$ cat src/verilog/fme_params.svh
// FME parameters
// widths and counts shared by the fractional motion estimation control
`ifndef FME_PARAMS_SVH
`define FME_PARAMS_SVH

// macroblock geometry
`define BLK4X4_NUM      16      // 4x4 blocks per macroblock
`define BLK8X8_NUM      4       // 8x8 parts per macroblock

// type info from IME
`define MB_TYPE_LEN     3
`define SUB_MB_TYPE_LEN 3

// motion vector components
`define IMVD_LEN        10      // integer pel
`define FMVD_LEN        12      // quarter pel

// costs and QP
`define COST_LEN        16      // one search
`define INTERCOST_LEN   18      // macroblock sum
`define QP_LEN          6

`endif

$ cat src/verilog/fme_pkg.sv
// FME types
// vector typedefs, state and type enums, search request and response
`include "fme_params.svh"

package fme_pkg;

  // --------------------
  // vectors
  typedef logic [2*`IMVD_LEN-1:0]      mv_t;        // {y, x}
  typedef logic [2*`FMVD_LEN-1:0]      fmv_t;       // {y, x} quarter pel
  typedef mv_t  [`BLK4X4_NUM-1:0]      imv_vec_t;   // block 0 lowest
  typedef fmv_t [`BLK4X4_NUM-1:0]      fmv_vec_t;
  typedef logic [`COST_LEN-1:0]        cost_t;
  typedef logic [`INTERCOST_LEN-1:0]   intercost_t;
  typedef logic [3:0]                  blk_addr_t;  // 8x8 quadrant order
  typedef logic [`QP_LEN-1:0]          qp_t;

  // sub types of parts 3..0 above the macroblock type
  typedef struct packed {
    logic [`BLK8X8_NUM-1:0][`SUB_MB_TYPE_LEN-1:0] sub_type;
    logic [`MB_TYPE_LEN-1:0]                      mb_type;
  } mb_type_info_t;

  // --------------------
  // enums
  typedef enum logic [`MB_TYPE_LEN-1:0] {
    P_L0_16X16   = 3'd0,
    P_L0_L0_16X8 = 3'd1,
    P_L0_L0_8X16 = 3'd2,
    P_8X8        = 3'd3
  } mb_type_e;

  typedef enum logic [`SUB_MB_TYPE_LEN-1:0] {
    P_L0_8X8 = 3'd0,
    P_L0_8X4 = 3'd1,
    P_L0_4X8 = 3'd2,
    P_L0_4X4 = 3'd3
  } sub_mb_type_e;

  typedef enum logic [2:0] {
    SHAPE_16X16, SHAPE_16X8, SHAPE_8X16, SHAPE_8X8,
    SHAPE_8X4, SHAPE_4X8, SHAPE_4X4
  } part_shape_e;

  typedef enum logic [1:0] {FME_IDLE, FME_REQ, FME_WAIT, FME_DONE} fme_state_e;

  // --------------------
  // search engine interface
  typedef struct packed {
    logic        half;   // 1 half pel pass, 0 quarter pel pass
    part_shape_e shape;
    mv_t         imv0;
    mv_t         imv1;
    qp_t         qp;
  } srch_req_t;

  typedef struct packed {
    fmv_t  fmv0;
    fmv_t  fmv1;
    cost_t cost;
  } srch_rsp_t;

endpackage

$ cat src/verilog/fme_mb_info.sv
// FME macroblock info
// holds the IME motion vectors, type info and QP of the current macroblock
// and selects the sub type and motion vector pair for the running step
`timescale 1ns/100ps

module fme_mb_info import fme_pkg::*; (
  input  logic          clk_i,
  input  logic          rst_n_i,
  input  logic          load_i,
  input  imv_vec_t      imv_i,
  input  mb_type_info_t mb_type_info_i,
  input  qp_t           qp_i,
  input  logic [1:0]    part_i,
  input  blk_addr_t     base_i,
  output mb_type_e      mb_type_o,
  output sub_mb_type_e  sub_mb_type_o,
  output mv_t           imv0_o,
  output mv_t           imv1_o,
  output qp_t           qp_o,
  output imv_vec_t      imv_o,
  output mb_type_info_t mb_type_info_o
);

  imv_vec_t      imv_r;
  mb_type_info_t info_r;
  qp_t           qp_r;
  blk_addr_t     base_nxt;

  // --------------------
  // latch on start
  always_ff @(posedge clk_i or negedge rst_n_i) begin
    if (!rst_n_i) begin
      imv_r  <= '0;
      info_r <= '0;
      qp_r   <= '0;
    end else if (load_i) begin
      imv_r  <= imv_i;
      info_r <= mb_type_info_i;
      qp_r   <= qp_i;
    end
  end

  // --------------------
  // selects
  assign mb_type_o     = mb_type_e'(info_r.mb_type);
  assign sub_mb_type_o = sub_mb_type_e'(info_r.sub_type[part_i]);   // part p at [3p+5:3p+3]

  // second vector of the pair sits in the next block
  assign base_nxt = base_i + 4'd1;
  assign imv0_o   = imv_r[base_i];
  assign imv1_o   = imv_r[base_nxt];

  assign qp_o           = qp_r;
  assign imv_o          = imv_r;            // echo for MC
  assign mb_type_info_o = info_r;

endmodule

$ cat src/verilog/fme_part_ctrl.sv
// FME partition controller
// walks the partitions of the macroblock, runs a half pel then a quarter
// pel search for each step and flags quarter results for writeback
`timescale 1ns/100ps

module fme_part_ctrl import fme_pkg::*; (
  input  logic         clk_i,
  input  logic         rst_n_i,
  input  logic         start_fme_i,
  input  mb_type_e     mb_type_i,
  input  sub_mb_type_e sub_mb_type_i,
  input  mv_t          imv0_i,
  input  mv_t          imv1_i,
  input  qp_t          qp_i,
  input  logic         srch_done_i,
  output logic         load_o,
  output logic [1:0]   part_o,
  output blk_addr_t    base_o,
  output logic         srch_start_o,
  output srch_req_t    srch_req_o,
  output part_shape_e  shape_o,
  output logic         commit_o,
  output logic         done_fme_o
);

  fme_state_e  state_r;
  fme_state_e  state_nxt;
  logic [1:0]  part_r;      // 8x8 part, or 16x8 / 8x16 half
  logic        sub_r;       // second sub-partition of an 8x8
  logic        half_r;      // pass of the request in flight
  part_shape_e shape;
  blk_addr_t   base;
  logic        two_sub;
  logic        last_part;
  logic        last_step;
  logic        rsp_take;

  // --------------------
  // step decode
  always_comb begin
    shape     = SHAPE_16X16;
    base      = '0;
    two_sub   = 1'b0;
    last_part = 1'b1;
    case (mb_type_i)
      P_L0_L0_16X8: begin
        shape     = SHAPE_16X8;
        base      = {part_r[0], 3'b000};      // 0 or 8
        last_part = part_r[0];
      end
      P_L0_L0_8X16: begin
        shape     = SHAPE_8X16;
        base      = {1'b0, part_r[0], 2'b00}; // 0 or 4
        last_part = part_r[0];
      end
      P_8X8: begin
        base      = {part_r, sub_r, 1'b0};    // 4p + 2s
        last_part = &part_r;
        case (sub_mb_type_i)
          P_L0_8X4: begin
            shape   = SHAPE_8X4;
            two_sub = 1'b1;
          end
          P_L0_4X8: shape = SHAPE_4X8;
          P_L0_4X4: begin
            shape   = SHAPE_4X4;
            two_sub = 1'b1;
          end
          default:  shape = SHAPE_8X8;          // unknown sub types run as 8x8
        endcase
      end
      default: shape = SHAPE_16X16;
    endcase
  end

  assign last_step = last_part & (~two_sub | sub_r);
  assign rsp_take  = (state_r == FME_WAIT) & srch_done_i;

  // --------------------
  // FSM
  always_comb begin
    state_nxt = state_r;
    case (state_r)
      FME_IDLE: if (start_fme_i) state_nxt = FME_REQ;
      FME_REQ:  state_nxt = FME_WAIT;
      FME_WAIT: begin
        if (srch_done_i) begin
          state_nxt = (!half_r && last_step) ? FME_DONE : FME_REQ;
        end
      end
      default:  state_nxt = FME_IDLE;          // FME_DONE
    endcase
  end

  always_ff @(posedge clk_i or negedge rst_n_i) begin
    if (!rst_n_i) begin
      state_r <= FME_IDLE;
      part_r  <= '0;
      sub_r   <= 1'b0;
      half_r  <= 1'b0;
    end else begin
      state_r <= state_nxt;
      if (load_o) begin
        part_r <= '0;
        sub_r  <= 1'b0;
        half_r <= 1'b1;                        // every step opens with half pel
      end else if (rsp_take) begin
        if (half_r) begin
          half_r <= 1'b0;
        end else begin
          half_r <= ~last_step;
          if (last_step) begin
            part_r <= '0;
            sub_r  <= 1'b0;
          end else if (two_sub && !sub_r) begin
            sub_r <= 1'b1;
          end else begin
            sub_r  <= 1'b0;
            part_r <= part_r + 2'd1;
          end
        end
      end
    end
  end

  // --------------------
  // outputs
  assign load_o       = (state_r == FME_IDLE) & start_fme_i;
  assign srch_start_o = (state_r == FME_REQ);
  assign commit_o     = rsp_take & ~half_r;     // quarter results only
  assign done_fme_o   = (state_r == FME_DONE);
  assign part_o       = part_r;
  assign base_o       = base;
  assign shape_o      = shape;

  // stays put while waiting, counters move only on a response
  assign srch_req_o = '{half: half_r, shape: shape, imv0: imv0_i, imv1: imv1_i, qp: qp_i};

endmodule

$ cat src/verilog/fme_result.sv
// FME result writeback
// writes quarter pel vectors into the sixteen 4x4 slots by partition shape
// and sums the quarter pel costs into the inter cost
`timescale 1ns/100ps
`include "fme_params.svh"

module fme_result import fme_pkg::*; (
  input  logic        clk_i,
  input  logic        rst_n_i,
  input  logic        clear_i,
  input  logic        commit_i,
  input  part_shape_e shape_i,
  input  blk_addr_t   base_i,
  input  srch_rsp_t   srch_rsp_i,
  output fmv_vec_t    fmv_o,
  output intercost_t  intercost_o
);

  fmv_vec_t                fmv_r;
  intercost_t              cost_r;
  logic [`BLK4X4_NUM-1:0]  wr0_mask;   // slots taking fmv0
  logic [`BLK4X4_NUM-1:0]  wr1_mask;   // slots taking fmv1

  // --------------------
  // slot masks per shape
  // quadrant order makes each shape a fixed pattern shifted by base
  always_comb begin
    wr0_mask = '0;
    wr1_mask = '0;
    case (shape_i)
      SHAPE_16X16: wr0_mask = 16'hffff;
      SHAPE_16X8:  wr0_mask = 16'h00ff << base_i;   // two quadrants
      SHAPE_8X16:  wr0_mask = 16'h0f0f << base_i;   // quadrant and the one below
      SHAPE_8X8:   wr0_mask = 16'h000f << base_i;
      SHAPE_8X4:   wr0_mask = 16'h0003 << base_i;
      SHAPE_4X8: begin
        wr0_mask = 16'h0005 << base_i;             // left column
        wr1_mask = 16'h000a << base_i;             // right column
      end
      SHAPE_4X4: begin
        wr0_mask = 16'h0001 << base_i;
        wr1_mask = 16'h0002 << base_i;
      end
      default: begin
        wr0_mask = '0;
        wr1_mask = '0;
      end
    endcase
  end

  // --------------------
  // fmv slots
  always_ff @(posedge clk_i or negedge rst_n_i) begin
    if (!rst_n_i) begin
      fmv_r <= '0;
    end else if (clear_i) begin
      fmv_r <= '0;
    end else if (commit_i) begin
      for (int k = 0; k < `BLK4X4_NUM; k++) begin
        if (wr0_mask[k]) begin
          fmv_r[k] <= srch_rsp_i.fmv0;
        end else if (wr1_mask[k]) begin
          fmv_r[k] <= srch_rsp_i.fmv1;
        end
      end
    end
  end

  // --------------------
  // inter cost, wraps at 2^18
  always_ff @(posedge clk_i or negedge rst_n_i) begin
    if (!rst_n_i) begin
      cost_r <= '0;
    end else if (clear_i) begin
      cost_r <= '0;
    end else if (commit_i) begin
      cost_r <= cost_r + intercost_t'(srch_rsp_i.cost);
    end
  end

  assign fmv_o       = fmv_r;
  assign intercost_o = cost_r;

endmodule

$ cat src/verilog/fme_top.sv
// FME top level
// info latch, partition controller and result writeback around an
// external sub-pel search engine
`timescale 1ns/100ps

module fme_top import fme_pkg::*; (
  input  logic          clk_i,
  input  logic          rst_n_i,
  input  logic          start_fme_i,
  input  qp_t           qp_i,
  input  imv_vec_t      imv_i,
  input  mb_type_info_t mb_type_info_i,
  output logic          srch_start_o,
  output srch_req_t     srch_req_o,
  input  logic          srch_done_i,
  input  srch_rsp_t     srch_rsp_i,
  output logic          done_fme_o,
  output fmv_vec_t      fmv_o,
  output imv_vec_t      imv_o,
  output mb_type_info_t mb_type_info_o,
  output intercost_t    intercost_o
);

  logic         mb_load;      // start accepted, also clears the result
  logic [1:0]   part;
  blk_addr_t    base;
  mb_type_e     mb_type;
  sub_mb_type_e sub_mb_type;
  mv_t          imv0;
  mv_t          imv1;
  qp_t          qp_lat;
  part_shape_e  shape;
  logic         commit;

  fme_mb_info u_mb_info (
    .clk_i          (clk_i),
    .rst_n_i        (rst_n_i),
    .load_i         (mb_load),
    .imv_i          (imv_i),
    .mb_type_info_i (mb_type_info_i),
    .qp_i           (qp_i),
    .part_i         (part),
    .base_i         (base),
    .mb_type_o      (mb_type),
    .sub_mb_type_o  (sub_mb_type),
    .imv0_o         (imv0),
    .imv1_o         (imv1),
    .qp_o           (qp_lat),
    .imv_o          (imv_o),
    .mb_type_info_o (mb_type_info_o)
  );

  fme_part_ctrl u_part_ctrl (
    .clk_i         (clk_i),
    .rst_n_i       (rst_n_i),
    .start_fme_i   (start_fme_i),
    .mb_type_i     (mb_type),
    .sub_mb_type_i (sub_mb_type),
    .imv0_i        (imv0),
    .imv1_i        (imv1),
    .qp_i          (qp_lat),
    .srch_done_i   (srch_done_i),
    .load_o        (mb_load),
    .part_o        (part),
    .base_o        (base),
    .srch_start_o  (srch_start_o),
    .srch_req_o    (srch_req_o),
    .shape_o       (shape),
    .commit_o      (commit),
    .done_fme_o    (done_fme_o)
  );

  fme_result u_result (
    .clk_i       (clk_i),
    .rst_n_i     (rst_n_i),
    .clear_i     (mb_load),
    .commit_i    (commit),
    .shape_i     (shape),
    .base_i      (base),
    .srch_rsp_i  (srch_rsp_i),
    .fmv_o       (fmv_o),
    .intercost_o (intercost_o)
  );

endmodule
$ cat config.mk
export PLATFORM = sky130hd
export DESIGN_NAME = fme_top
export DESIGN_NICKNAME = d
export VERILOG_FILES = /design/src/verilog/fme_pkg.sv /design/src/verilog/fme_mb_info.sv /design/src/verilog/fme_part_ctrl.sv /design/src/verilog/fme_result.sv /design/src/verilog/fme_top.sv
export VERILOG_INCLUDE_DIRS = /design/src /design/src/verilog
export SDC_FILE = /design/constraint.sdc
export NUM_CORES = 2
export LEC_CHECK = 0
export ABC_CLOCK_PERIOD_IN_PS = 3400
export BUFFER_PORTS_ARGS = -buffer_cell sky130_fd_sc_hd__clkbuf_2
export CAP_MARGIN = 30
export CORE_AREA = 2 2 463 465
export DETAILED_ROUTE_END_ITERATION = 8
export DIE_AREA = 0 0 465 467
export GPL_TIMING_DRIVEN = 0
export PLACE_DENSITY_LB_ADDON = 0.08
export SLEW_MARGIN = 25
export SYNTH_ARGS = -nofsm -noshare
export SYNTH_HDL_FRONTEND = slang
export SYNTH_HIERARCHICAL = 1
export SYNTH_SLANG_ARGS = --single-unit
$ cat constraint.sdc
create_clock -name clk_i -period 3.4 [get_ports clk_i]
set_input_delay 0.68 -clock clk_i [delete_from_list [all_inputs] [get_ports clk_i]]
set_output_delay 0.68 -clock clk_i [all_outputs]
set_load 0.01 [all_outputs]
==> key figures <==
Floorplanning
  – Die footprint: 217200 µm²
  – Die X: about 470 µm
  – Die Y-Extent: 467 µm
  – Io pins: ~1200
  – Placement row count: ~170
  – Core Box Area: ~210000 µm²
  – Initial cell density of the core: 0.1824

Timing
  – Final hold viol count: 0
  – Worst Slack Setup Final: -0.6828 ns
  – Period utilisation layout: 1.201
  – Final setup fails: 397
  – Fin crit period: just over 4 ns
  – Setup Skew: between 0.08 and 0.09 ns
  – Fmax: between 200 and 250 MHz
  – RSZ-0062 raised after global routing: yes
  – Slew Limit Fails: 0
  – Worst slew pin tran: 1.063 ns
  – Slew headroom: 0.2916

Worst setup path
  – Critical path data required time: between 2 and 3 ns
  – Critical path endpoint category: output pin
  – Arrival @ worst endpoint: 3.40 ns
  – Critical Path Source Type: register
  – Bufs and invs on worst path: 4
  – CP most frequent cell: buf_6
  – CP max stage delay: 0.50 ns
  – CP cell instances: nor2b_4 -> and3_4 -> clkbuf_16 -> buf_16 -> buf_6 -> mux4_2 -> a22oi_2 -> nand2_2 -> buf_6
  – CP top delay family: simple AND/OR/NAND/NOR gates
  – CP Class: reg -> out
  – Crit-path slowest cell: mux4_2
  – Critical Path Fanout Max: 7

Yosys
  – Post-synthesis sequential area ratio: 0.4855
  – Cells after synthesis: 3160
  – Post-synth EDFFs: 0
  – Synth top area share: 0.4855
  – Synthesized flop and latch total: roughly 750
  – Fraction of registers with async set/reset: 1.000
  – Syn. warnings: 6
  – Largest cells by area after synthesis: dfrtp_1, mux2_2, mux4_2
  – Most frequent cell after synthesis: dfrtp_1
  – Main synth FF type: dfrtp_1
  – Post-synth top area cell: dfrtp_1
  – Synth Net Count: about 3600
  – Syn Std Cell Area: 38600 µm²
  – Commonest cells post-synth: dfrtp_1, mux2_2, nand2_1, clkbuf_1, nor2_1
  – Distinct cells, synth: 93
  – Avg Inst Size Synth: approximately 12 µm²

Placed design
  – Post-DP HPWL: around 210 mm
  – Cell Area, Placed: 48490 µm²
  – Inst Count DP: 7158
  – Port bufs: about 1100
  – Routability cong.: between 0.8 and 0.9

Drt
  – Vias/cell: approximately 4.6
  – DR iter-0 viols: ~2500
  – Final wirelength: 262.7 mm
  – Drt pass-1 iters: 5
  – DR DRC count: 0
  – Drt wl/cell: approximately 35 µm
  – Number of nets with antenna violations after routing: 0
  – Via count: about 35000

Power
  – Pwr per Cell Area: ~1000 nW/µm²
  – Leakage: ~25 nW
  – Maximum vdd drop: 0.6129 mV

Run status
  – Status: finished, violations left
  – Failing checks: setup timing

Clocking
  – CTS max path bufs: 3
  – Clock root cell: clkbuf_16
  – Clock slew at reported path FFs: 0.06 ns
  – CTS tree: yes
  – H-tree levels: 3
  – Clock Latency Late Sink: between 0.7 and 0.8 ns
  – CTS buffer count: 103
  – CTS Sinks: between 700 and 800

Layout
  – Nets@finish: just under 5000
  – Final std cells w/o fill: approximately 7500
  – Share of post-route cells with drive strength above 1: 0.5188
  – Design area: 55450 µm²
  – Area Overhead vs Synth: 43.65%

GRT
  – GRT overflow: 0
  – Global-route wire length before repair: between 300 and 400 mm
  – Vias in the first global route: around 35000
  – Gr usage total: 0.2353
  – Largest net degree at the start of global routing: 75
  – Initial antenna violation count: 83

Run
  – Max Cap Viol: 0

Worst hold path
  – Worst Hold Class: in -> reg
-- final timing paths --
check	cells past startpoint	slack (ns)	from	endpoint
max	9	-0.68	u_mb_info/mb_type_o[1]	srch_req_o[27]
min	2	0.15	imv_i[197]	u_mb_info/imv_o[197]
max reg2reg	13	-0.61	u_mb_info/mb_type_info_o[14]	u_result/fmv_o[370]
min reg2reg	1	0.48	u_result/fmv_o[355]	u_result/fmv_o[355]
max in group asynchronous	6	1.07	rst_n_i	u_result/fmv_o[268]
min in group asynchronous	2	0.46	rst_n_i	u_mb_info/qp_o[0]
-- kinds of logic (layout without fill, tap and decap cells) --
family / count (synthesis) / in the layout / share of synthesized area
flip-flops: 749 / 749 / 0.4855
multiplexers: 702 / 702 / 0.2495
AO/OA/AOI/OAI: 665 / 665 / 0.1287
AND/OR/NAND/NOR: 634 / 634 / 0.07445
buffers and inverters: 375 / 1841 / 0.05144
adder cells (fa/ha/maj): 19 / 19 / 0.006353
XOR/XNOR: 15 / 15 / 0.003889
other: 1 / 33 / 0.00009715
-- what timing repair did --
item	CTS	global route
buffers inserted	116	24
resized for setup	526	100
hold endpoints to repair	43	0
hold buffers	1	0
cloned	9	0
pin swaps	95	44
endpoints found under the setup margin	560	572
-- flip-flops by register name, indices dropped and copies added (netlist names) --
name	flops
u_part_ctrl/state_r	2
u_mb_info/imv_o	320
u_part_ctrl/sub_r	1
u_result/fmv_o	384
u_part_ctrl/part_o	2
u_mb_info/mb_type_o	3
u_mb_info/mb_type_info_o	12
u_result/intercost_o	18
u_mb_info/qp_o	6
u_part_ctrl/half_r	1
-- cells in the final DEF (no fill, tap or decap), types with 23 or more instances in the layout --
cell type,Yosys,final
o21ai_0,88,85
a22oi_2,0,33
nand3_1,31,30
mux2_2,355,355
a211oi_1,53,31
a221o_1,143,143
dfrtp_1,749,745
mux4_2,135,156
clkbuf_16,0,118
o211ai_1,30,30
o221ai_1,26,25
buf_6,20,71
o22ai_1,28,28
a21oi_1,100,75
clkbuf_8,0,36
clkbuf_2,0,1162
o31ai_1,27,27
nor2b_1,52,39
and2_1,28,27
buf_16,0,24
buf_12,5,36
buf_8,0,23
a22oi_1,64,31
nor2_1,173,169
clkbuf_1,195,143
mux2i_1,172,153
nand2_1,275,253
buf_2,55,34
a21o_1,35,35
buf_4,73,122
diode_2,0,32
-- per-stage QoR --
| step | total power [W] | util | setup TNS, ns | hold WS (ns) | worst slack (ns) |
|---|---|---|---|---|---|
| finish | 0.05822 | 0.2620 | -104.67 | 0.1457 | -0.6828 |
| global route | 0.06097 | 0.2617 | -180.65 | 0.1093 | -0.8073 |
| CTS | 0.05853 | 0.2600 | -157.63 | 0.06546 | -0.9182 |
| detailed placement | 0.04443 | 0.2291 | -608.48 | 0.4665 | -2.383 |
| global placement | 0.04426 | 0.2262 | - | 0.4638 | -21.76 |
| floorplan | 0.02963 | - | 0 | 0.3844 | 0.03686 |
-- power breakdown --
| part | switching [W] | total [W] | leakage [nW] | internal (W) |
|---|---|---|---|---|
| Sequential | 0.00419 | 0.0168 | 9.44 | 0.0126 |
| Combinational | 0.0176 | 0.0303 | 14.0 | 0.0126 |
| Clock | 0.00472 | 0.0111 | 1.67 | 0.00639 |
| Total | 0.0265 | 0.0582 | 25.1 | 0.0317 |
-- final cells by class --
cell class | count | area (µm²)
well taps | 2821 | 3530
clock buffers | 159 | 3049
fillers | 22610 | 156200
clock inverters | 31 | 321.6
flip-flops and latches | 749 | 18750
diodes | 32 | 80.08
plain buffers | 301 | 2077
multi-input cells | 2036 | 19130
inverters | 20 | 78.83
repair buffers | 1330 | 8439
-- metal layers --
layer	track usage	routed length, µm	vias up
li1	-	-	14660
met1	0.2854	106300	18200
met2	0.3929	125900	1265
met3	0.07778	21040	344
met4	0.07261	8989	68
met5	0	414	-
No activity file was read; power rests on OpenSTA's default activity.
